File: src/ualink_stream_pkg.sv
// AXI4-Stream word types shared by every stream port; data width is fixed at 64 by the header format

package ualink_stream_pkg;

   // payload width of every stream word
   localparam int data_width = 64;

   // sideband carried alongside each word, passed through untouched
   localparam int tuser_width = 16;

   // one stream data word
   typedef logic [data_width-1:0] tdata_t;

   // one sideband word
   typedef logic [tuser_width-1:0] tuser_t;

endpackage

File: src/ualink_cmd_pkg.sv
// command header format and RAM geometry; only the first word of a packet is decoded as a header

package ualink_cmd_pkg;

   // header opcodes, bits 15:8 of the first word
   localparam logic [7:0] opcode_write = 8'hEF; // store header word at addr
   localparam logic [7:0] opcode_read  = 8'hEE; // return stored word after header

   // address comes from the header low byte, so 256 words
   localparam int ram_addr_width = 8;

   typedef logic [ram_addr_width-1:0] ram_addr_t;

   // one 64-bit word seen either raw or as header fields
   typedef union packed {
      ualink_stream_pkg::tdata_t raw; // stored to and returned from the RAM
      struct packed {
         logic [47:0] payload;
         logic [7:0]  opcode;
         ram_addr_t   addr;
      } f;
   } cmd_header_u;

endpackage

File: src/command_engine.sv
// decodes only the first word of a packet; EF stores the header word, EE appends the stored word after the header
`timescale 1ns/10ps

module command_engine (
   input  logic                      axi_aclk,
   input  logic                      axi_resetn,
   input  ualink_stream_pkg::tdata_t sel_data,
   input  ualink_stream_pkg::tuser_t sel_user,
   input  logic                      sel_last,
   input  logic                      sel_valid,
   input  logic                      sel_first,
   input  logic                      m_axis_tready,
   input  ualink_stream_pkg::tdata_t rd_data,
   output logic                      sel_pop,
   output ualink_stream_pkg::tdata_t m_axis_tdata,
   output ualink_stream_pkg::tuser_t m_axis_tuser,
   output logic                      m_axis_tlast,
   output logic                      m_axis_tvalid,
   output logic                      wr_en,
   output ualink_cmd_pkg::ram_addr_t wr_addr,
   output ualink_stream_pkg::tdata_t wr_data,
   output ualink_cmd_pkg::ram_addr_t rd_addr
);

   ualink_cmd_pkg::cmd_header_u hdr; // selected word seen as a header

   logic is_hdr;
   logic is_write;
   logic is_read;
   logic handshake;   // selected word accepted downstream
   logic resp_active; // read response on the master stream

   // held for the response word
   ualink_stream_pkg::tuser_t saved_user;
   logic                      saved_last;
   ualink_cmd_pkg::ram_addr_t saved_addr;

   assign hdr.raw = sel_data;

   assign is_hdr   = sel_valid & sel_first;
   assign is_write = is_hdr & (hdr.f.opcode == ualink_cmd_pkg::opcode_write);
   assign is_read  = is_hdr & (hdr.f.opcode == ualink_cmd_pkg::opcode_read);

   // nothing leaves the queues while the response waits
   assign handshake = ~resp_active & sel_valid & m_axis_tready;
   assign sel_pop   = handshake;

   // master stream: response word or the selected word unchanged
   assign m_axis_tvalid = resp_active | sel_valid;
   assign m_axis_tdata  = resp_active ? rd_data : sel_data;
   assign m_axis_tuser  = resp_active ? saved_user : sel_user;

   // a read header never ends the packet, its tlast moves onto the response
   assign m_axis_tlast = resp_active ? saved_last : (sel_last & ~is_read);

   // write port takes the whole header word
   assign wr_en   = is_write & handshake;
   assign wr_addr = hdr.f.addr;
   assign wr_data = hdr.raw;

   // address held during the response so the registered rd_data stays put
   assign rd_addr = resp_active ? saved_addr : hdr.f.addr;

   always_ff @(posedge axi_aclk) begin
      if (!axi_resetn) begin
         resp_active <= 1'b0;
      end else if (resp_active) begin
         if (m_axis_tready)
            resp_active <= 1'b0; // response taken
      end else if (is_read && handshake) begin
         resp_active <= 1'b1;
      end
   end

   // capture header sideband at the read header handshake
   always_ff @(posedge axi_aclk) begin
      if (is_read && handshake) begin
         saved_user <= sel_user;
         saved_last <= sel_last;
         saved_addr <= hdr.f.addr;
      end
   end

endmodule

File: config.mk
export PLATFORM = sky130hd
export DESIGN_NAME = command_engine
export DESIGN_NICKNAME = d
export VERILOG_FILES = /design/src/ualink_stream_pkg.sv /design/src/ualink_cmd_pkg.sv /design/src/command_engine.sv
export SDC_FILE = /design/constraint.sdc
export NUM_CORES = 1
export LEC_CHECK = 0
export BUFFER_PORTS_ARGS = -buffer_cell sky130_fd_sc_hd__buf_2
export CORE_AREA = 10 10 114 116
export DETAILED_ROUTE_END_ITERATION = 7
export DIE_AREA = 0 0 124 126
export PLACE_DENSITY = 0.7
export REMOVE_ABC_BUFFERS = 1
export SYNTH_ARGS = -nofsm -noshare
export SYNTH_HDL_FRONTEND = slang
export SYNTH_SLANG_ARGS = --single-unit
File: constraint.sdc
create_clock -name axi_aclk -period 1.85 [get_ports axi_aclk]
set_clock_uncertainty 0.1 [all_clocks]
set_input_delay 0.0925 -clock axi_aclk [delete_from_list [all_inputs] [get_ports axi_aclk]]
set_output_delay 0.0925 -clock axi_aclk [all_outputs]
set_load 0.01 [all_outputs]
==> out/metrics.yaml <==
status:
  status: "finished clean"
synth:
  ys_warn_count: 0
  ys_types: 19
  synthAdderAreaFrac: 0
  synthTopCellsByCount: "buf_4, mux2_2, nand2_1, edfxtp_1, nand2b_1"
  yosys-top-cells-area: "mux2_2, edfxtp_1, buf_4"
  synth.avg_cell_area_sq_um: 10.6
  synth_top_family_by_area: "multiplexers"
  ys_ff_latch: 26
  synth_compound_area_frac: 0.00800
  netlist_area_sq_mm: 0.00250
  synth_simple_gate_area_frac: 0.111
  synthXorXnorAreaFrac: 0
  yosys.area.top_type: "mux2_2"
  ys_seq_area_frac: 0.308
  synthFlopType: "edfxtp_1"
  synth_top_area_share: 0.324
  synthCells: 236
  synth_edf_count: 25
  async_flop_share: 0
  yosysMostFrequentCell: "buf_4"
  muxShareOfSynthArea: 0.324
placed_design:
  io_buffers: 313
  dpl.hpwl_mm: 10.1
  globalplace.congestion: 0.823
cts:
  cts_tree: "yes"
  clk_latency_ns: 0.27
  path_clk_slew_ns: 0.10
  cts_buffers: 3
  cts_resized: 0
  numClockSinks: 26
  clock-root-buffer: "clkbuf_8"
  htree_levels: 1
  clockBufferDepth: 2
critical_path:
  critical_path.max_stage_delay_ns: 0.39
  path_class: "flop to output pin"
  worstPathMaxFanout: 55
  start_kind: "flop"
  arrival_ns: 1.47
  endpoint_kind: "output pin"
  worstPathRequired_ns: 1.66
  crit_chain: "buf_12, mux2_2, buf_2"
  critPathSlowestCell: "dfxtp_4"
sta:
  relSlewSlack: 0.826
  finalHoldViolations: 0
  timing.final.crit_share: 0.899
  slew_violations: 0
  min_period_ns: 1.66
  rsz0062_at_grt: "no"
  max_freq_ghz: 0.601
  tightest_slew_ns: 0.258
  fin_tns_setup_ns: 0
  hold_ws_ns: 0.0306
  setup_violations: 0
global_routing:
  grt_util_all_layers: 0.135
  overflow: 0
  grt_pass1_vias: 2917
  grt_max_degree: 56
  grt_pass1_wl_mm: 16.7
  antenna_found_initial: 0
die:
  die_w_um: 124
  ioPinCount: 314
  die_area_sq_mm: 0.0156
  initial_core_util: 0.234
  die_y_um: 126
  row_count: 38
  core_sq_mm: 0.0107
power_and_ir_drop:
  leakagePower_nw: 2.05
  power_mw: 1.77
  p_clk_frac: 0.271
  switching_share: 0.281
  combPwrFrac: 0.365
  p_per_area_mw_per_mm2: 439
  ir_drop_mv: 0.282
  p_switching_mw: 0.497
  p_int_mw: 1.27
  p_seq_frac: 0.364
detailed_routing:
  dr.first_iter.drc_count: 65
  ant_nets: 0
  post_drt_wl_per_cell_um: 18.3
  drc: 0
  vias_per_cell: 4.05
  totalWireLength_mm: 11.7
  dr_total_vias: 2591
  dr.pass1.iters: 6
flow_run:
  cap_violations: 0
finish:
  synthToLayoutAreaGrowth_pct: 60.7
  diodes: 0
  nNetsFinal: 650
  drive_gt1_frac: 0.798
  final_util: 0.376
  fill_cells: 1114
hold_path:
  hold_class: "primary input to flop"
==> worst paths after layout <==
kind | from | to | slack, ns | depth (start not counted)
max | resp_active$_SDFF_PN0_ | m_axis_tdata[61] | 0.19 | 3
min | m_axis_tready | resp_active$_SDFF_PN0_ | 0.03 | 3
max reg2reg | resp_active$_SDFF_PN0_ | saved_user[5]$_DFFE_PP_ | 0.42 | 3
min reg2reg | resp_active$_SDFF_PN0_ | resp_active$_SDFF_PN0_ | 0.82 | 3
==> repair_timing <==
action / CTS / global route
hold buffers: 26 / 0
endpoints found under the hold margin: 26 / 0
buffers inserted: 0 / 0
==> per-stage QoR <==
| stage | cell area, sq um | cells | setup slack [ns] |
|---|---|---|---|
| after floorplan | 1880 | 153 | -1.29 |
| after global placement | 3690 | 609 | 0.461 |
| after detailed placement | 3690 | 609 | 0.437 |
| after CTS | 4020 | 639 | 0.160 |
| after global routing | 4020 | 639 | 0.116 |
| final | 4020 | 639 | 0.187 |
==> flip-flops by register name, indices dropped and copies added (netlist names) <==
| name | cells |
|---|---|
| saved_user | 16 |
| saved_addr | 8 |
| resp_active | 1 |
| saved_last | 1 |
==> layout make-up <==
| class | instances | area [sq um] | area share |
|---|---|---|---|
| sequential | 26 | 774 | 0.193 |
| inverter | 1 | 3.75 | 0.000934 |
| multi-input combinational | 126 | 1110 | 0.276 |
| clock inverter | 1 | 30.0 | 0.00747 |
| tap | 140 | 175 | 0.0436 |
| clock buffer | 3 | 41.3 | 0.0103 |
| timing repair buffer | 342 | 1890 | 0.469 |
==> worst max-delay path, delay by kind of cell, from the launching register on <==
| family | cells | cell delay, ns |
|---|---|---|
| mux | 1 | 0.38 |
| flops | 1 | 0.39 |
| buf+inv | 2 | 0.41 |
==> placed cells by master, fill, tap and decap left out <==
cell,instances
buf_12,3
buf_2,313
bufinv_16,1
clkbuf_8,3
dfxtp_4,1
dlygate4sd3_1,26
edfxtp_1,25
inv_1,1
mux2_2,72
nand2_1,34
nand2b_1,9
nand2b_4,1
nand4_2,1
nand4b_4,1
nor2_1,1
nor2b_1,1
nor4_1,1
nor4_4,1
o21a_1,1
o21ai_0,1
o31ai_1,1
or2_2,1
==> power by group through the flow <==
| stage | Combinational (mW) | Clock [mW] | Sequential (mW) |
|---|---|---|---|
| floorplan | 0.162 | 0 | 0.658 |
| global placement | 0.600 | 0 | 0.656 |
| detailed placement | 0.609 | 0 | 0.656 |
| CTS | 0.654 | 0.512 | 0.642 |
| global route | 0.696 | 0.530 | 0.642 |
| finish | 0.644 | 0.479 | 0.642 |
==> metal layers <==
layer  up-vias  routed length [um]  global-route usage
li1       1268                   -                   -
met1      1150                3770               0.129
met2       161                6360               0.258
met4         0                 192              0.0325
met5         -                   0                   0
met3        12                1400              0.0563
==> logic make-up after synthesis <==
| logic type | after synthesis |
|---|---|
| AOI/OAI and AO/OA | 3 |
| DFF | 26 |
| buffers and inverters | 84 |
| and+or+nand+nor | 51 |
| muxes | 72 |
No activity file was read; power rests on OpenSTA's default activity.
