===== src/ualink_stream_pkg.sv =====
// AXI4-Stream word types shared by every stream port; data width is fixed at 64 by the header format

package ualink_stream_pkg;

   // payload width of every stream word
   localparam int data_width = 64;

   // sideband carried alongside each word, passed through untouched
   localparam int tuser_width = 16;

   // one stream data word
   typedef logic [data_width-1:0] tdata_t;

   // one sideband word
   typedef logic [tuser_width-1:0] tuser_t;

endpackage


===== src/ingress_fifo.sv =====
// fall-through FIFO of 2**FIFO_DEPTH_BITS words; writes while nearly_full are dropped, pops while empty are ignored
`timescale 1ns/10ps

module ingress_fifo #(
   parameter int FIFO_DEPTH_BITS = 3
) (
   input  logic                      axi_aclk,
   input  logic                      axi_resetn,
   input  ualink_stream_pkg::tdata_t wr_data,
   input  ualink_stream_pkg::tuser_t wr_user,
   input  logic                      wr_last,
   input  logic                      wr_en,
   input  logic                      pop,
   output ualink_stream_pkg::tdata_t head_data,
   output ualink_stream_pkg::tuser_t head_user,
   output logic                      head_last,
   output logic                      empty,
   output logic                      nearly_full
);

   localparam int depth = 2 ** FIFO_DEPTH_BITS;

   ualink_stream_pkg::tdata_t data_mem [depth];
   ualink_stream_pkg::tuser_t user_mem [depth];
   logic                      last_mem [depth];

   logic [FIFO_DEPTH_BITS-1:0] rd_ptr;
   logic [FIFO_DEPTH_BITS-1:0] wr_ptr;
   logic [FIFO_DEPTH_BITS:0]   count; // one extra bit to hold depth itself
   logic                       do_wr;
   logic                       do_pop;

   assign do_wr  = wr_en & ~nearly_full;
   assign do_pop = pop & ~empty;

   assign empty       = (count == '0);
   assign nearly_full = (count >= (FIFO_DEPTH_BITS + 1)'(depth - 1));

   // head shows without a read delay
   assign head_data = data_mem[rd_ptr];
   assign head_user = user_mem[rd_ptr];
   assign head_last = last_mem[rd_ptr];

   always_ff @(posedge axi_aclk) begin
      if (do_wr) begin
         data_mem[wr_ptr] <= wr_data;
         user_mem[wr_ptr] <= wr_user;
         last_mem[wr_ptr] <= wr_last;
      end
   end

   always_ff @(posedge axi_aclk) begin
      if (!axi_resetn) begin
         rd_ptr <= '0;
         wr_ptr <= '0;
         count  <= '0;
      end else begin
         if (do_wr)
            wr_ptr <= wr_ptr + 1'b1; // wraps at depth
         if (do_pop)
            rd_ptr <= rd_ptr + 1'b1;
         if (do_wr && !do_pop)
            count <= count + 1'b1;
         else if (do_pop && !do_wr)
            count <= count - 1'b1;
      end
   end

endmodule


===== config.mk =====
export PLATFORM = sky130hd
export DESIGN_NAME = ingress_fifo
export DESIGN_NICKNAME = d
export VERILOG_FILES = /design/src/ualink_stream_pkg.sv /design/src/ingress_fifo.sv
export SDC_FILE = /design/constraint.sdc
export NUM_CORES = 1
export LEC_CHECK = 0
export BUFFER_PORTS_ARGS = -buffer_cell sky130_fd_sc_hd__buf_2
export CORE_MARGIN = 2
export CORE_UTILIZATION = 50
export DETAILED_ROUTE_END_ITERATION = 16
export PLACE_DENSITY = 0.7
export RECOVER_POWER = 50
export REMOVE_ABC_BUFFERS = 1
export SYNTH_ARGS = -nofsm -noshare
export SYNTH_HDL_FRONTEND = slang
export SYNTH_SLANG_ARGS = --single-unit
export TNS_END_PERCENT = 30

===== constraint.sdc =====
create_clock -name axi_aclk -period 11.45 [get_ports axi_aclk]
set_input_delay 2.8625 -clock axi_aclk [delete_from_list [all_inputs] [get_ports axi_aclk]]
set_output_delay 2.8625 -clock axi_aclk [all_outputs]
set_load 0.05 [all_outputs]

==> PnR_summary.wiki <==
{| class="wikitable"
! Metric !! Value
|-
| Outcome || complete, but fails checks
|-
| Failing checks || capacitance limit, slew limit
|-
| Overall via count from detail_route || 11000
|-
| Transition time at the pin with the least slew margin || 2490 ps
|-
| Num ports || 168
|-
| Total Wirelength || 47900 um
|-
| Post-synthesis cell count || 1009
|-
| Normalized max-slew margin || -0.660
|-
| Max rail drop VDD || 0.000224 V
|-
| Critical R2R Capture || data_mem[5][4]
|-
| Cell at the root of the clock tree || sky130_fd_sc_hd__clkbuf_16
|-
| Detailed-routing iteration count for the pre-antenna-repair pass || 5
|-
| Number of placed cells counting well taps || 1824
|-
| Number of fill cells || 3677
|-
| WL/cell || 24.6 um
|-
| Cell area after synthesis || 25300 um^2
|-
| Die span in x || 229 um
|-
| Startpoint class of the critical path || flop
|-
| Clk pin slew, worst setup/hold paths || 50 ps
|-
| Seq/Total Area, Yosys || 0.778
|-
| Pin count of the biggest net entering global routing || 69
|-
| Core area || 50100 um^2
|-
| Startpoint of the lowest-slack register-to-register path || count[1]
|-
| Pwr dens || 234 nW/um^2
|-
| Row cnt || 82
|-
| Portion of the clock cycle consumed by the worst path in the final layout || 0.564
|-
| Max-slew violation total from the final report || 65
|-
| Cell type with the largest total area after synthesis || sky130_fd_sc_hd__edfxtp_1
|-
| YS warnings || 0
|-
| Start-to-end type of the worst setup path || reg -> out
|-
| Number of buffers on the longest clock path || 3
|-
| DRC errors left || 0
|-
| Depth of the worst register-to-register path || 5
|-
| Cell family with most CP delay || buffers and inverters
|-
| Required time worst endpoint || 8590 ps
|-
| Total gr overflow || 0
|-
| Detailed Place HPWL || 24900 um
|-
| Register-to-register setup slack || 7060 ps
|-
| Final ANT Viol Nets || 0
|-
| Syn avg cell area || 25.1 um^2
|-
| Post-layout minimum cycle time || 6460 ps
|-
| Antenna Cells || 0
|-
| Unique cell type count in the Yosys netlist || 32
|-
| Setup TNS after final layout || 0 ps
|-
| H-tree levels || 3
|-
| Worst setup endpoint || head_data[23]
|-
| Worst path cell trace || buf_4 -> mux4_2 -> mux2_4 -> buf_2
|-
| Post-synth top flop || sky130_fd_sc_hd__edfxtp_1
|-
| Worst clock skew on the final layout || 18.5 ps
|-
| Buffers inserted during post-CTS setup optimization || 0
|-
| # setup viols final || 0
|-
| EDFF count, synth || 648
|-
| Wire length of the first global-routing pass || 72300 um
|-
| Non-filler instance count after layout || 1944
|-
| Sinks on Clock Net || 661
|-
| Insertion delay of the later-clocked pin in the worst-skew pair || 590 ps
|-
| Number of nets in the finished design || 1313
|-
| PostCTS Resize Cnt || 0
|-
| Endpoint kind of the worst setup timing path || output port
|-
| FFs w/ async S/R, synth || 0
|-
| Clock tree from TritonCTS || done
|-
| Ratio of cells with drive above 1 in the final layout || 0.355
|-
| Number of synthesized register bits || 661
|-
| Leading cell types by count after synthesis || sky130_fd_sc_hd__edfxtp_1, sky130_fd_sc_hd__mux4_2, sky130_fd_sc_hd__mux2_4
|-
| Mean number of vias per cell || 5.65
|-
| Cell type of the slowest stage on the worst timing path || sky130_fd_sc_hd__dfxtp_4
|-
| Portion of synthesized cell area occupied by the leading cell type || 0.768
|-
| RSZ-0062 raised after global routing || false
|-
| CTS buffer count || 68
|-
| Arrival time at the worst endpoint || 3590 ps
|-
| Count of endpoints failing hold in the final timing report || 0
|-
| Critical path fanouts, max || 50
|-
| Maximum Capacitance Violations || 2
|-
| Number of antenna violations at the first check in global routing || 5
|-
| Area contributors post-synth || sky130_fd_sc_hd__edfxtp_1, sky130_fd_sc_hd__mux4_2, sky130_fd_sc_hd__mux2_4, sky130_fd_sc_hd__dfxtp_1, sky130_fd_sc_hd__buf_12
|-
| Area added between synthesis and finish || 14.6%
|-
| Post-route worst setup slack || 4990 ps
|-
| Leakage dissipation || 9.24 nW
|-
| Iter 0 DRT Violations || 766
|-
| Logic depth of the worst path, buffers included || 4
|-
| Gpl congestion || 0.714
|-
| Slowest stage delay, CP || 920 ps
|-
| Number of global-route vias before repair || 12000
|-
| CP bufs+invs || 2
|-
| Class of the worst hold path || reg -> reg
|-
| Final total power || 6.80 mW
|-
| Setup Slack @ Placement || 5480 ps
|-
| Starting density of the core || 0.506
|-
| Most used standard cell by instance count after synthesis || sky130_fd_sc_hd__edfxtp_1
|-
| GRT Overall Usage || 0.186
|-
| Number of hold buffers added after cts || 0
|-
| Area enclosed by the die boundary || 52500 um^2
|-
| Die Height || 229 um
|-
| Number of port buffers || 167
|-
| Highest attainable clock frequency || 155 MHz
|}
[worst min-delay path by stage]
| stage | from | endpoint | slack [ps] | depth (start not counted) |
|---|---|---|---|---|
| after floorplan | count[3] | count[3] | 500 | 2 |
| after global placement | count[3] | count[3] | 510 | 2 |
| after detailed placement | count[3] | count[3] | 540 | 2 |
| after CTS | count[3] | count[3] | 550 | 2 |
| after global routing | count[3] | count[3] | 560 | 2 |
| final | count[3] | count[3] | 520 | 2 |
[tightest hold or removal path, cell delays in order, from the launching register on]
cell and delay [ps]:
sky130_fd_sc_hd__dfxtp_1 330, sky130_fd_sc_hd__nand2_1 60, sky130_fd_sc_hd__mux2i_1 70
[final cells by class]
class	count	area, um^2	area share
clock buffers	92	1960	0.0675
clock inverters	28	335	0.0115
inverters	4	15.0	0.000517
multi-input cells	297	5270	0.181
flip-flops and latches	661	19700	0.679
well taps	672	841	0.0289
repair buffers	190	898	0.0309
[layout by cell type, fill, tap and decap left out, types with 2 or more instances in the layout]
cell type,synthesis,final
sky130_fd_sc_hd__mux4_2,161,161
sky130_fd_sc_hd__nor2_1,5,4
sky130_fd_sc_hd__mux2i_1,3,3
sky130_fd_sc_hd__buf_2,18,85
sky130_fd_sc_hd__mux2_4,80,80
sky130_fd_sc_hd__and2_0,0,4
sky130_fd_sc_hd__clkbuf_8,0,4
sky130_fd_sc_hd__clkinv_2,0,8
sky130_fd_sc_hd__bufinv_16,0,8
sky130_fd_sc_hd__a31oi_1,2,2
sky130_fd_sc_hd__clkbuf_16,0,74
sky130_fd_sc_hd__nand3_1,4,4
sky130_fd_sc_hd__clkinv_1,0,10
sky130_fd_sc_hd__nor3_2,0,3
sky130_fd_sc_hd__dfxtp_4,0,3
sky130_fd_sc_hd__nand2_1,5,5
sky130_fd_sc_hd__buf_4,0,21
sky130_fd_sc_hd__clkbuf_1,10,98
sky130_fd_sc_hd__and2_1,7,3
sky130_fd_sc_hd__inv_1,4,4
sky130_fd_sc_hd__clkinv_4,0,2
sky130_fd_sc_hd__nor2b_1,2,2
sky130_fd_sc_hd__edfxtp_1,648,648
sky130_fd_sc_hd__nand2b_1,3,3
sky130_fd_sc_hd__ha_1,5,5
sky130_fd_sc_hd__dfxtp_1,13,10
sky130_fd_sc_hd__xnor2_1,5,5
[flip-flops by register name, indices dropped and copies added, names as in the netlist, named ones only]
signal and cells:
data_mem 512, user_mem 128, rd_ptr 3, last_mem 8
wr_ptr 3, count 4
[through the flow]
step                hold slack (ps)  area, um^2   util
global route                    560       29000  0.580
CTS                             550       29200  0.583
floorplan                       500       25000      -
global placement                515       26900  0.537
detailed placement              543       26900  0.537
finish                          516       29000  0.580
[logic make-up after synthesis]
logic type	synth area share
compound gates	0.00257
xor+xnor	0.00207
fa+ha+maj	0.00326
buf+inv	0.0146
flops	0.778
mux	0.193
simple gates	0.00652
[power by group]
part	switching [mW]	internal, mW	total [mW]
Sequential	0.0848	2.83	2.91
Combinational	0.996	0.656	1.65
Clock	0.857	1.38	2.23
Total	1.94	4.86	6.80
[metal layers]
layer | GRT usage | routed length (um) | up-vias
met5 | 0 | 62 | -
met1 | 0.254 | 20300 | 5871
met2 | 0.304 | 23800 | 282
met4 | 0.0593 | 888 | 10
li1 | - | - | 4755
met3 | 0.0405 | 2870 | 70
No activity file was read; power rests on OpenSTA's default activity.
