### src/ualink_stream_pkg.sv
// AXI4-Stream word types shared by every stream port; data width is fixed at 64 by the header format

package ualink_stream_pkg;

   // payload width of every stream word
   localparam int data_width = 64;

   // sideband carried alongside each word, passed through untouched
   localparam int tuser_width = 16;

   // one stream data word
   typedef logic [data_width-1:0] tdata_t;

   // one sideband word
   typedef logic [tuser_width-1:0] tuser_t;

endpackage

### src/queue_arbiter.sv
// packet-locked round-robin over NUM_QUEUES queues; a packet is never interleaved, a stalled queue stalls the port
`timescale 1ns/10ps

module queue_arbiter #(
   parameter int NUM_QUEUES = 2
) (
   input  logic                      axi_aclk,
   input  logic                      axi_resetn,
   input  ualink_stream_pkg::tdata_t head_data [NUM_QUEUES],
   input  ualink_stream_pkg::tuser_t head_user [NUM_QUEUES],
   input  logic [NUM_QUEUES-1:0]     head_last,
   input  logic [NUM_QUEUES-1:0]     empty,
   input  logic                      sel_pop,
   output logic [NUM_QUEUES-1:0]     pop,
   output ualink_stream_pkg::tdata_t sel_data,
   output ualink_stream_pkg::tuser_t sel_user,
   output logic                      sel_last,
   output logic                      sel_valid,
   output logic                      sel_first
);

   // index needs at least one bit even for a single queue
   localparam int qw = (NUM_QUEUES > 1) ? $clog2(NUM_QUEUES) : 1;

   logic [qw-1:0] cur_queue;
   logic [qw-1:0] next_queue;
   logic          locked; // header already popped, packet in flight

   assign next_queue = (cur_queue == qw'(NUM_QUEUES - 1)) ? '0 : cur_queue + 1'b1;

   // selected head follows the current queue with no delay
   assign sel_data  = head_data[cur_queue];
   assign sel_user  = head_user[cur_queue];
   assign sel_last  = head_last[cur_queue];
   assign sel_valid = ~empty[cur_queue];
   assign sel_first = ~locked; // first word seen while unlocked is a header

   // only the current queue ever sees a pop
   always_comb begin
      pop            = '0;
      pop[cur_queue] = sel_pop;
   end

   always_ff @(posedge axi_aclk) begin
      if (!axi_resetn) begin
         cur_queue <= '0;
         locked    <= 1'b0;
      end else if (sel_pop) begin
         if (sel_last) begin
            // packet done, give the next queue a turn
            locked    <= 1'b0;
            cur_queue <= next_queue;
         end else begin
            locked <= 1'b1;
         end
      end else if (!locked && empty[cur_queue]) begin
         cur_queue <= next_queue; // skip idle queue, one per cycle
      end
   end

endmodule

### config.mk
export PLATFORM = sky130hd
export DESIGN_NAME = queue_arbiter
export DESIGN_NICKNAME = d
export VERILOG_FILES = /design/src/ualink_stream_pkg.sv /design/src/queue_arbiter.sv
export SDC_FILE = /design/constraint.sdc
export NUM_CORES = 1
export LEC_CHECK = 0
export ABC_AREA = 1
export BUFFER_PORTS_ARGS = -buffer_cell sky130_fd_sc_hd__buf_2
export CORE_AREA = 2 2 96 98
export DETAILED_ROUTE_END_ITERATION = 10
export DIE_AREA = 0 0 98 100
export GPL_TIMING_DRIVEN = 0
export PLACE_DENSITY = 0.53
export REMOVE_ABC_BUFFERS = 1
export SLEW_MARGIN = 25
export SYNTH_ARGS = -nofsm -noshare
export SYNTH_HDL_FRONTEND = slang
export SYNTH_SLANG_ARGS = --single-unit
### constraint.sdc
create_clock -name axi_aclk -period 1.2 [get_ports axi_aclk]
set_input_delay 0.12 -clock axi_aclk [delete_from_list [all_inputs] [get_ports axi_aclk]]
set_output_delay 0.12 -clock axi_aclk [all_outputs]
set_load 0.1 [all_outputs]
==> summary.md, run 1 <==
| Metric | Value |
|---|---|
| Status | `complete, but fails checks` |
| Failing checks | `setup timing` |
| Synth warn | `0` |
| Largest net degree at the start of global routing | `42` |
| ANT cells | `0` |
| Post-DR vias/cell | `approximately 4.2` |
| Starting density of the core | `0.129` |
| Sw Ratio | `0.639` |
| Min cycle time layout | `around 1.4 ns` |
| Yosys cell types | `11` |
| Slew headroom | `0.670` |
| Comb power frac | `0.948` |
| Clk buf depth | `2` |
| H-Tree Level Count | `1` |
| WL per Instance | `between 10 and 15 um` |
| Yosys reg bits | `2` |
| Critical Path Source Type | `register` |
| R2R Path Start | `cur_queue` |
| TritonCTS Buffers | `3` |
| Worst-path clk slew | `~0.030 ns` |
| Pwr Density | `1690 nW/um^2` |
| Hold_sp | `axi_resetn` |
| Worst EP required | `~1.1 ns` |
| Initial antenna violation count | `0` |
| Critical path cell sequence | `buf_12, inv_16, nand2_1, nand2_2, buf_12` |
| Slowest-stage cell, CP | `dfxtp_4` |
| Share of layout cells above drive strength 1 | `0.646` |
| Psw | `between 0.004 and 0.005 W` |
| Gpl congestion | `0.819` |
| Hpwl dp | `4840 um` |
| Critical Path Start | `cur_queue` |
| Worst Setup End Kind | `primary output` |
| R2R depth | `8` |
| Final core occ | `0.481` |
| Core area | `8890 sq um` |
| Chip width | `98 um` |
| Crit path max fanout | `41` |
| Post-synthesis cell count | `284` |
| Leak pwr | `2.41 nW` |
| Syn Std Cell Area | `1150 sq um` |
| Area Growth Syn to Fin | `273%` |
| TritonRoute pass-1 iters | `4` |
| Row count | `35` |
| Maximum VDD drop | `between 0.8 and 0.9 mV` |
| R2r setup slk | `0.03 ns` |
| Total global routing overflow | `0` |
| Gr usage total | `0.180` |
| DIE HEIGHT | `about 100 um` |
| Pins Over Slew Limit | `0` |
| Top Ports | `252` |
| CTS Hold Buffers Added | `0` |
| Reg power frac | `0.013` |
| Actual slew at the worst max-slew pin | `0.498 ns` |
| Part of the power in the clock network | `0.039` |
| Insertion delay to the later sink of the worst-skew pair | `roughly 0.21 ns` |
| Synthesized area per cell | `4.04 sq um` |
| 1st-iter DRT viols | `82` |
| Vias in the first global route | `around 2800` |
| DIE AREA | `9800 sq um` |
| Nets@finish | `708` |
| Fillers | `836` |
| TritonCTS clock tree | `built` |
| Internal Power | `0.00261 W` |
| Fin crit share | `1.19` |
| CP most frequent cell | `buf_12` |
| End point of the critical path | `sel_data[51]` |
| R2r endpoint | `cur_queue` |
| Final Hold Vio Count | `0` |
| Setup TNS | `-15.74 ns` |
| Final Setup Violations | `84` |
| Port bufs | `around 250` |
| Hold Crit Class | `input port to register` |
| Worst setup margin | `-0.223 ns` |
| Worst path max stage delay | `0.36 ns` |
| Max-Cap Viols | `0` |
| DRC violations left | `0` |
| Sequential area share after synthesis | `0.0349` |
| Final WL | `9730 um` |
| First-pass GRT wire length | `14100 um` |
| Setup CP Type | `register to primary output` |
| Via count | `2761` |
| Routed Antenna Nets | `0` |
| RSZ-0062 raised after global routing | `true` |
| Worst Skew | `0.00965 ns` |
| Root Buffer | `clkbuf_8` |
| F_max | `0.703 GHz` |
| CTS Sinks | `2` |
| Crit path DAT | `roughly 1.3 ns` |
[worst min path at each step]
stage / end / slack [ns] / depth (start not counted)
6_report: cur_queue / 0.14 / 3
5_1_grt: cur_queue / 0.17 / 3
4_1_cts: cur_queue / 0.13 / 3
3_5_place_dp: cur_queue / 0.36 / 3
3_3_place_gp: cur_queue / 0.37 / 3
2_1_floorplan: locked / 0.25 / 2
[metrics by stage]
| step | hold slack [ns] | area, sq um | cells | setup WS [ns] | power, W |
|---|---|---|---|---|---|
| floorplan | 0.252 | 1040 | 266 | -2.67 | 0.00386 |
| global placement | 0.366 | 2430 | 628 | -3.46 | 0.00467 |
| detailed placement | 0.357 | 2460 | 629 | -0.953 | 0.00466 |
| CTS | 0.132 | 4180 | 649 | -0.211 | 0.00706 |
| global route | 0.167 | 4280 | 651 | -0.270 | 0.00744 |
| finish | 0.137 | 4280 | 651 | -0.223 | 0.00722 |
[logic make-up (layout without fill, tap and decap cells)]
logic type             after synthesis  count (layout)  synth area share
buffers and inverters               24             280             0.114
and+or+nand+nor                    257             257             0.846
DFF                                  2               2            0.0349
AOI/OAI and AO/OA                    1               1           0.00435
[layout by cell type (no fill, tap or decap), types with 4 or more instances in the layout]
cell type  instances
nand2_1          178
buf_12            84
nand2_2           68
buf_2            167
buf_8              4
buf_4              6
inv_1              4
nand3_1            4
nand2_4            4
[synth_stat cells (all sizes together)]
| cell | n | area, sq um |
|---|---|---|
| buf | 17 | 105 |
| nand2 | 250 | 938 |
| nor2 | 2 | 7.51 |
| a21oi | 1 | 5.00 |
| nand3 | 4 | 20.0 |
| inv | 6 | 22.5 |
| clkbuf | 1 | 3.75 |
| dfxtp | 2 | 40.0 |
| nand4 | 1 | 6.26 |
[worst max-delay path: cells and delay by family, from the launching register on]
family | cells | cell delay, ns
buffers and inverters | 3 | 0.50
and+or+nand+nor | 2 | 0.21
DFF | 1 | 0.36
[metal layers]
| layer | vias to the layer above | global-route usage | share of wire |
|---|---|---|---|
| li1 | 1350 | - | - |
| met1 | 1263 | 0.199 | 0.36 |
| met2 | 140 | 0.367 | 0.57 |
| met3 | 8 | 0.0286 | 0.063 |
| met4 | 0 | 0.0214 | 0.0091 |
| met5 | - | 0 | 0 |
[final cells by class]
| cell class | count | area (sq um) | area share |
|---|---|---|---|
| Clock buffer | 4 | 45.0 | 0.0105 |
| Inverter | 6 | 38.8 | 0.00906 |
| Multi-Input combinational cell | 258 | 1180 | 0.277 |
| Sequential cell | 2 | 43.8 | 0.0102 |
| Tap cell | 111 | 139 | 0.0325 |
| Timing Repair Buffer | 266 | 2760 | 0.644 |
| Timing Repair inverter | 4 | 72.6 | 0.0170 |
[registers in the layout (all words and copies together), names as in the netlist]
| name | flops |
|---|---|
| cur_queue | 1 |
| locked | 1 |
[repair_timing]
action                                  4_1_cts  5_1_grt
buffers inserted                              9        0
pin swaps                                     4        1
cloned                                        7        2
endpoints found under the setup margin       86       85
resized for setup                           423       14
hold endpoints to repair                      0        0
[power groups by stage]
stage / Combinational (W) / Clock, W / Sequential [W]
after floorplan: 0.00371 / 0 / 0.000155
after CTS: 0.00668 / 0.000290 / 0.0000901
after global placement: 0.00448 / 0 / 0.000191
final: 0.00684 / 0.000284 / 0.0000907
after global routing: 0.00705 / 0.000295 / 0.0000923
after detailed placement: 0.00452 / 0 / 0.000141
Power figures use the tool's default switching activity.
==> run 2, diff against run 1 <==
--- a/config.mk
+++ b/config.mk
@@ -7,11 +7,11 @@
 export LEC_CHECK = 0
 export ABC_AREA = 1
 export BUFFER_PORTS_ARGS = -buffer_cell sky130_fd_sc_hd__buf_2
-export CORE_AREA = 2 2 96 98
+export CORE_AREA = 4 4 96 98
 export DETAILED_ROUTE_END_ITERATION = 10
-export DIE_AREA = 0 0 98 100
+export DIE_AREA = 0 0 100 102
 export GPL_TIMING_DRIVEN = 0
-export PLACE_DENSITY = 0.53
+export PLACE_DENSITY = 0.55
 export REMOVE_ABC_BUFFERS = 1
 export SLEW_MARGIN = 25
 export SYNTH_ARGS = -nofsm -noshare
==> run 2 against run 1 <==
Against the previous run:
- the run still ends with setup timing left
- clock power hardly changed
- cell count is 0.61% lower
- routed wire length up 3.4%
- sequential power grew 1%
- global-route usage shrank 0.74 points
- sequential share of layout area is essentially flat
- critical endpoint is now sel_data[33]
- largest cell class unchanged
- highest routed layer unchanged
==> summary.md, run 2 (synthesis results as in run 1) <==
| Metric | Value |
|---|---|
| DIE AREA | `10200 sq um (was 9800 sq um)` |
| Area Growth Syn to Fin | `264% (was 273%)` |
| Pins Over Slew Limit | `0 (unchanged)` |
| Worst EP required | `1.08 ns (about the same)` |
| Part of the power in the clock network | `0.040 (was 0.039)` |
| Insertion delay to the later sink of the worst-skew pair | `0.21 ns (about the same)` |
| Leak pwr | `2.39 nW (was 2.41 nW)` |
| Largest registers | `cur_queue (1), locked (1) (unchanged)` |
| Critical path cell sequence | `buf_4, buf_6, nand2_1, nand2_1, buf_12 (was buf_12, inv_16, nand2_1, nand2_2, buf_12)` |
| CTS Hold Buffers Added | `0 (unchanged)` |
| TritonRoute pass-1 iters | `4 (unchanged)` |
| Final Non-Filler Cells | `647 (was 651)` |
| Actual slew at the worst max-slew pin | `0.490 ns (was 0.498 ns)` |
| Fin area | `4180 sq um (was 4280 sq um)` |
| Post-DR vias/cell | `4.26 (was 4.24)` |
| Chip width | `100 um (was 98 um)` |
| Reg power frac | `0.013 (about the same)` |
| Row count | `34 (was 35)` |
| Cell area after placement | `2460 sq um (about the same)` |
| Min cycle time layout | `1.41 ns (was 1.42 ns)` |
| Largest net degree at the start of global routing | `25 (was 42)` |
| TritonCTS clock tree | `built (unchanged)` |
| Status | `complete, but fails checks (unchanged)` |
| H-Tree Level Count | `1 (unchanged)` |
| Comb power frac | `0.947 (was 0.948)` |
| Slew headroom | `0.676 (was 0.670)` |
| Setup TNS | `-15.41 ns (was -15.74 ns)` |
| Starting density of the core | `0.136 (was 0.129)` |
| Total global routing overflow | `0 (unchanged)` |
| Final WL | `10100 um (was 9730 um)` |
| Port bufs | `251 (unchanged)` |
| Sw Ratio | `0.638 (was 0.639)` |
| Worst-path clk slew | `0.03 ns (about the same)` |
| Hold Crit Class | `input port to register (unchanged)` |
| Top Ports | `252 (unchanged)` |
| Worst path max stage delay | `0.39 ns (was 0.36 ns)` |
| Failing checks | `setup timing (unchanged)` |
| Max-Cap Viols | `0 (unchanged)` |
| Internal Power | `0.00258 W (was 0.00261 W)` |
| DIE HEIGHT | `102 um (was 100 um)` |
| Gpl congestion | `0.743 (was 0.819)` |
| Commonest non-fill, non-tap cell in the layout | `nand2_1 (unchanged)` |
| TritonCTS Buffers | `3 (unchanged)` |
| Pre-CTS setup slack | `-0.920 ns (was -0.953 ns)` |
| Final Setup Violations | `84 (unchanged)` |
| Clk buf depth | `2 (unchanged)` |
| Crit path max fanout | `10 (was 41)` |
| Pwr Density | `1710 nW/um^2 (was 1690 nW/um^2)` |
| Placed insts | `626 (was 629)` |
| Final Hold Vio Count | `0 (unchanged)` |
| Core area | `8470 sq um (was 8890 sq um)` |
| DRC violations left | `0 (unchanged)` |
| Nets@finish | `707 (was 708)` |
| RSZ-0062 raised after global routing | `true (unchanged)` |
| F_max | `0.707 GHz (was 0.703 GHz)` |
| Hpwl dp | `5390 um (was 4840 um)` |
| Gr usage total | `0.173 (was 0.180)` |
| Crit path DAT | `1.29 ns (was 1.30 ns)` |
| Setup CP Type | `register to primary output (unchanged)` |
| Vias in the first global route | `2713 (was 2806)` |
| Maximum VDD drop | `0.884 mV (was 0.843 mV)` |
| Via count | `2756 (was 2761)` |
| Root Buffer | `clkbuf_8 (unchanged)` |
| Critical Path Source Type | `register (unchanged)` |
| Worst setup margin | `-0.214 ns (was -0.223 ns)` |
| 1st-iter DRT viols | `45 (was 82)` |
| Fillers | `767 (was 836)` |
| Worst Setup End Kind | `primary output (unchanged)` |
| Worst Skew | `0.00386 ns (was 0.00965 ns)` |
| Fin crit share | `1.18 (was 1.19)` |
| ANT cells | `0 (unchanged)` |
| First-pass GRT wire length | `13800 um (was 14100 um)` |
| Share of layout cells above drive strength 1 | `0.590 (was 0.646)` |
| Routed Antenna Nets | `0 (unchanged)` |
| WL per Instance | `15.5 um (was 14.9 um)` |
| Most frequent cells in the layout | `nand2_1 (209), buf_2 (167), buf_12 (85) (was nand2_1 (178), buf_2 (167), buf_12 (84))` |
| Slowest-stage cell, CP | `dfxtp_4 (unchanged)` |
| Psw | `0.00455 W (was 0.00461 W)` |
| Initial antenna violation count | `0 (unchanged)` |
| CP most frequent cell | `nand2_1 (was buf_12)` |
| CTS Sinks | `2 (unchanged)` |
run 2: cell types whose count changed in the layout (fill, tap and decap cells not counted), moves of 2 or more:
cell     delta
buf_6       +2
buf_8       -4
nand2_1    +31
nand2_2    -28
nand2_4     -3
buf_16      +2
run 2: power by group through the flow:
stage	Combinational (W)	Clock (W)	Sequential, W
2_1_floorplan	0.00371	0	0.000155
4_1_cts	0.00663	0.000290	0.0000932
3_5_place_dp	0.00454	0	0.000132
5_1_grt	0.00695	0.000301	0.0000937
3_3_place_gp	0.00449	0	0.000190
6_report	0.00676	0.000283	0.0000918
run 2: critical path: cells and delay by family, from the launching register on:
family | cells | cell delay, ns
buf+inv | 3 | 0.49
flops | 1 | 0.39
simple gates | 2 | 0.19
run 2: path summary, 6_finish.rpt:
| check | from | to | slack [ns] | cells after the start |
|---|---|---|---|---|
| setup / recovery | cur_queue | sel_data[33] | -0.21 | 5 |
| hold / removal | axi_resetn | cur_queue | 0.14 | 3 |
| setup reg to reg | cur_queue | cur_queue | 0 | 8 |
| hold reg to reg | locked | locked | 0.49 | 2 |
run 2: routing by layer:
metal	up-vias	part of all wire	global-route usage
li1	1350	-	-
met1	1219	0.34	0.180
met2	171	0.55	0.355
met3	16	0.091	0.0300
met4	0	0.019	0.0394
met5	-	0	0
run 2: timing repair:
item	4_1_cts	5_1_grt
pin swaps	0	2
setup endpoints to repair	86	85
cloned	7	1
buffers inserted	6	3
resized for setup	375	28
run 2: cell type report:
type                            count  area, sq um  share of cell area
Multi-Input combinational cell    258         1090               0.261
Timing Repair inverter              3         56.3              0.0135
Inverter                            6         38.8             0.00928
Clock buffer                        4         45.0              0.0108
Sequential cell                     2         43.8              0.0105
Tap cell                          108          135              0.0323
Timing Repair Buffer              266         2770               0.662
run 2: metrics by stage:
stage / power [W] / util / hold WS [ns]
4_1_cts: 0.00701 / 0.482 / 0.139
5_1_grt: 0.00735 / 0.494 / 0.150
2_1_floorplan: 0.00386 / - / 0.252
3_5_place_dp: 0.00468 / 0.290 / 0.362
6_report: 0.00713 / 0.494 / 0.141
3_3_place_gp: 0.00468 / 0.287 / 0.360
==> run 3, diff against run 2 <==
--- a/config.mk
+++ b/config.mk
@@ -5,13 +5,12 @@
 export SDC_FILE = /design/constraint.sdc
 export NUM_CORES = 1
 export LEC_CHECK = 0
-export ABC_AREA = 1
 export BUFFER_PORTS_ARGS = -buffer_cell sky130_fd_sc_hd__buf_2
-export CORE_AREA = 4 4 96 98
+export CORE_AREA = 4 4 95 97
 export DETAILED_ROUTE_END_ITERATION = 10
-export DIE_AREA = 0 0 100 102
+export DIE_AREA = 0 0 99 101
 export GPL_TIMING_DRIVEN = 0
-export PLACE_DENSITY = 0.55
+export PLACE_DENSITY = 0.58
 export REMOVE_ABC_BUFFERS = 1
 export SLEW_MARGIN = 25
 export SYNTH_ARGS = -nofsm -noshare
==> run 3 against run 2 <==
Against the previous run:
- the flow still finishes with violations (setup timing)
- register-to-register slack worse by 0.02 ns
- power fell by 31%
- first-iteration DRC count fell by 62%
- cell count decreased by 27%
- via count is 28% lower
- worst hold slack lost 0.0032 ns
- largest cell class unchanged
- largest power group unchanged
- global-route usage down 3.3 points
==> summary.md, run 3 <==
| Metric | Value |
|---|---|
| Yosys cell types | `14 (was 11)` |
| Post-synth top cells | `mux2_4 (46), mux2_2 (35), buf_12 (5), buf_2 (3) (was nand2_1 (250), buf_2 (9), buf_4 (8), inv_1 (5), nand3_1 (4))` |
| Initial antenna violation count | `0 (unchanged)` |
| Largest registers | `cur_queue (1), locked (1) (unchanged)` |
| CTS Sinks | `2 (unchanged)` |
| Most frequent cells in the layout | `buf_2 (167), buf_12 (66), mux2_4 (64) (was nand2_1 (209), buf_2 (167), buf_12 (85))` |
| Maximum VDD drop | `0.502 mV (was 0.884 mV)` |
| Hold Crit Class | `input port to register (unchanged)` |
| Row count | `33 (was 34)` |
| Sequential area share after synthesis | `0.0297 (was 0.0349)` |
| Synth Area in Compound Gates | `0.0269 (was 0.00436)` |
| Chip width | `99 um (was 100 um)` |
| Worst Skew | `0.00800 ns (was 0.00386 ns)` |
| Syn Std Cell Area | `1350 sq um (was 1150 sq um)` |
| Top Ports | `252 (unchanged)` |
| Final WL | `8540 um (was 10100 um)` |
| Yosys reg bits | `2 (unchanged)` |
| TritonRoute pass-1 iters | `4 (unchanged)` |
| Leading area contributor after synthesis | `mux2_4 (was nand2_1)` |
| Core area | `8130 sq um (was 8470 sq um)` |
| CTS Hold Buffers Added | `0 (unchanged)` |
| Crit path DAT | `1.41 ns (was 1.29 ns)` |
| Setup CP Type | `register to primary output (unchanged)` |
| Clk buf depth | `2 (unchanged)` |
| Root Buffer | `clkbuf_8 (unchanged)` |
| Final core occ | `0.518 (was 0.494)` |
| Leak pwr | `2.18 nW (was 2.39 nW)` |
| Adder-cell share of the synthesized area | `0 (unchanged)` |
| Max-Cap Viols | `0 (unchanged)` |
| Top sig layer | `met4 (unchanged)` |
| TritonCTS clock tree | `built (unchanged)` |
| Share of the synthesized area in the top cell type | `0.512 (was 0.817)` |
| Pre-CTS setup slack | `-0.746 ns (was -0.920 ns)` |
| Worst Setup End Kind | `primary output (unchanged)` |
| WL per Instance | `18.1 um (was 15.5 um)` |
| Status | `complete, but fails checks (unchanged)` |
| DIE HEIGHT | `101 um (was 102 um)` |
| Synth Area in Simple Gates | `0.0167 (was 0.846)` |
| Async SR Flop Fraction | `0 (unchanged)` |
| RSZ-0062 raised after global routing | `true (unchanged)` |
| Post-DR vias/cell | `4.18 (was 4.26)` |
| Fin crit share | `1.28 (was 1.18)` |
| Synth top area cells | `mux2_4 (51%), mux2_2 (29%), buf_12 (7.4%) (was nand2_1 (82%), buf_4 (5.2%), buf_2 (3.9%))` |
| Met2 routed WL | `4900 um (was 5540 um)` |
| Starting density of the core | `0.166 (was 0.136)` |
| First-pass GRT wire length | `11100 um (was 13800 um)` |
| Ys flop type | `dfxtp_1 (unchanged)` |
| Vias in the first global route | `2161 (was 2713)` |
| Gpl congestion | `0.721 (was 0.743)` |
| Port bufs | `251 (unchanged)` |
| Final Hold Vio Count | `0 (unchanged)` |
| TritonCTS Buffers | `3 (unchanged)` |
| Critical Path Source Type | `register (unchanged)` |
| Share of layout cells above drive strength 1 | `0.978 (was 0.590)` |
| Crit path max fanout | `5 (was 10)` |
| ANT cells | `0 (unchanged)` |
| Slew headroom | `0.673 (was 0.676)` |
| Pwr Density | `1170 nW/um^2 (was 1710 nW/um^2)` |
| Post-synthesis xor/xnor area fraction | `0 (unchanged)` |
| Synthesized area per cell | `13.0 sq um (was 4.04 sq um)` |
| Gr usage total | `0.140 (was 0.173)` |
| Worst EP required | `1.08 ns (about the same)` |
| Hpwl dp | `5310 um (was 5390 um)` |
| Worst setup margin | `-0.333 ns (was -0.214 ns)` |
| Post-synth EDFFs | `0 (unchanged)` |
| Synth warn | `0 (unchanged)` |
| Via count | `1976 (was 2756)` |
| Met3 Wirelength | `849 um (was 915 um)` |
| Actual slew at the worst max-slew pin | `0.495 ns (was 0.490 ns)` |
| Pins Over Slew Limit | `0 (unchanged)` |
| Area Growth Syn to Fin | `212% (was 264%)` |
| Routed Antenna Nets | `0 (unchanged)` |
| Min cycle time layout | `1.53 ns (was 1.41 ns)` |
| Mux cell area share after synthesis | `0.819 (was 0)` |
| F_max | `0.652 GHz (was 0.707 GHz)` |
| DIE AREA | `10000 sq um (was 10200 sq um)` |
| Post-synthesis cell count | `104 (was 284)` |
| 1st-iter DRT viols | `17 (was 45)` |
| Top-count cell post-synth | `mux2_4 (was nand2_1)` |
| Insertion delay to the later sink of the worst-skew pair | `0.21 ns (about the same)` |
| Commonest non-fill, non-tap cell in the layout | `buf_2 (was nand2_1)` |
| DRC violations left | `0 (unchanged)` |
| Nets@finish | `536 (was 707)` |
| Total Power | `0.00495 W (was 0.00713 W)` |
| Setup TNS | `-24.66 ns (was -15.41 ns)` |
| Fillers | `643 (was 767)` |
| Combinational family with the most area after synthesis | `multiplexers (was simple AND/OR/NAND/NOR gates)` |
| Total global routing overflow | `0 (unchanged)` |
| Metal-1 WL | `2680 um (was 3420 um)` |
| Worst-path clk slew | `0.03 ns (about the same)` |
| Largest net degree at the start of global routing | `12 (was 25)` |
| Failing checks | `setup timing (unchanged)` |
| H-Tree Level Count | `1 (unchanged)` |
| Final Setup Violations | `85 (was 84)` |
## run 3: changes by cell type after synthesis, moves of 3 or more
| cell | before | now |
|---|---|---|
| mux2_2 | 0 | 35 |
| nand2_1 | 250 | 0 |
| nand3_1 | 4 | 0 |
| buf_12 | 0 | 5 |
| buf_4 | 8 | 0 |
| inv_1 | 5 | 2 |
| mux2_4 | 0 | 46 |
| buf_2 | 9 | 3 |
## run 3: critical path: stages, from the launching register on
cell and delay [ns]:
dfxtp_4 0.39, buf_8 0.15, clkbuf_16 0.16, mux2_4 0.31, buf_12 0.17
## run 3: metrics by stage
step	cell area, sq um	instances	hold slack, ns
6_report	4210	473	0.137
3_3_place_gp	2600	450	0.340
2_1_floorplan	1210	94	0.242
3_5_place_dp	2630	451	0.346
4_1_cts	3760	469	0.131
5_1_grt	4210	473	0.156
## run 3: cell families after synthesis
logic type,Yosys count
buffers and inverters,12
DFF,2
and+or+nand+nor,4
AOI/OAI and AO/OA,3
muxes,83
## run 3: path summary, 6_finish.rpt
path                                  from            to  slack (ns)  depth (start not counted)
worst min-delay path            axi_resetn        locked        0.14                          2
worst max register to register   cur_queue        locked       -0.02                          4
worst min register to register      locked        locked        0.61                          3
worst max-delay path             cur_queue  sel_data[32]       -0.33                          4
## run 3: report_power, final
part	internal, W	switching (W)	total [W]
registers	0.0000735	0.0000104	0.0000840
logic	0.00180	0.00278	0.00458
clock network	0.000225	0.0000559	0.000281
## run 3: layout make-up
class	instances	area, sq um	area share
well taps	105	131	0.0312
inverters	2	7.51	0.00178
multi-input cells	90	1250	0.298
clock buffers	4	45.0	0.0107
repair buffers	270	2730	0.648
flip-flops and latches	2	43.8	0.0104
## run 3: timing repair
item,4_1_cts,5_1_grt
cloned,7,2
resized for setup,242,90
endpoints found under the setup margin,85,85
pin swaps,0,1
setup buffers,7,2
## run 3: routing by layer
layer  global-route usage  up-vias
met4               0.0252        0
met2                0.287      149
met1                0.140      898
met5                    0        -
met3               0.0381        6
li1                     -      923
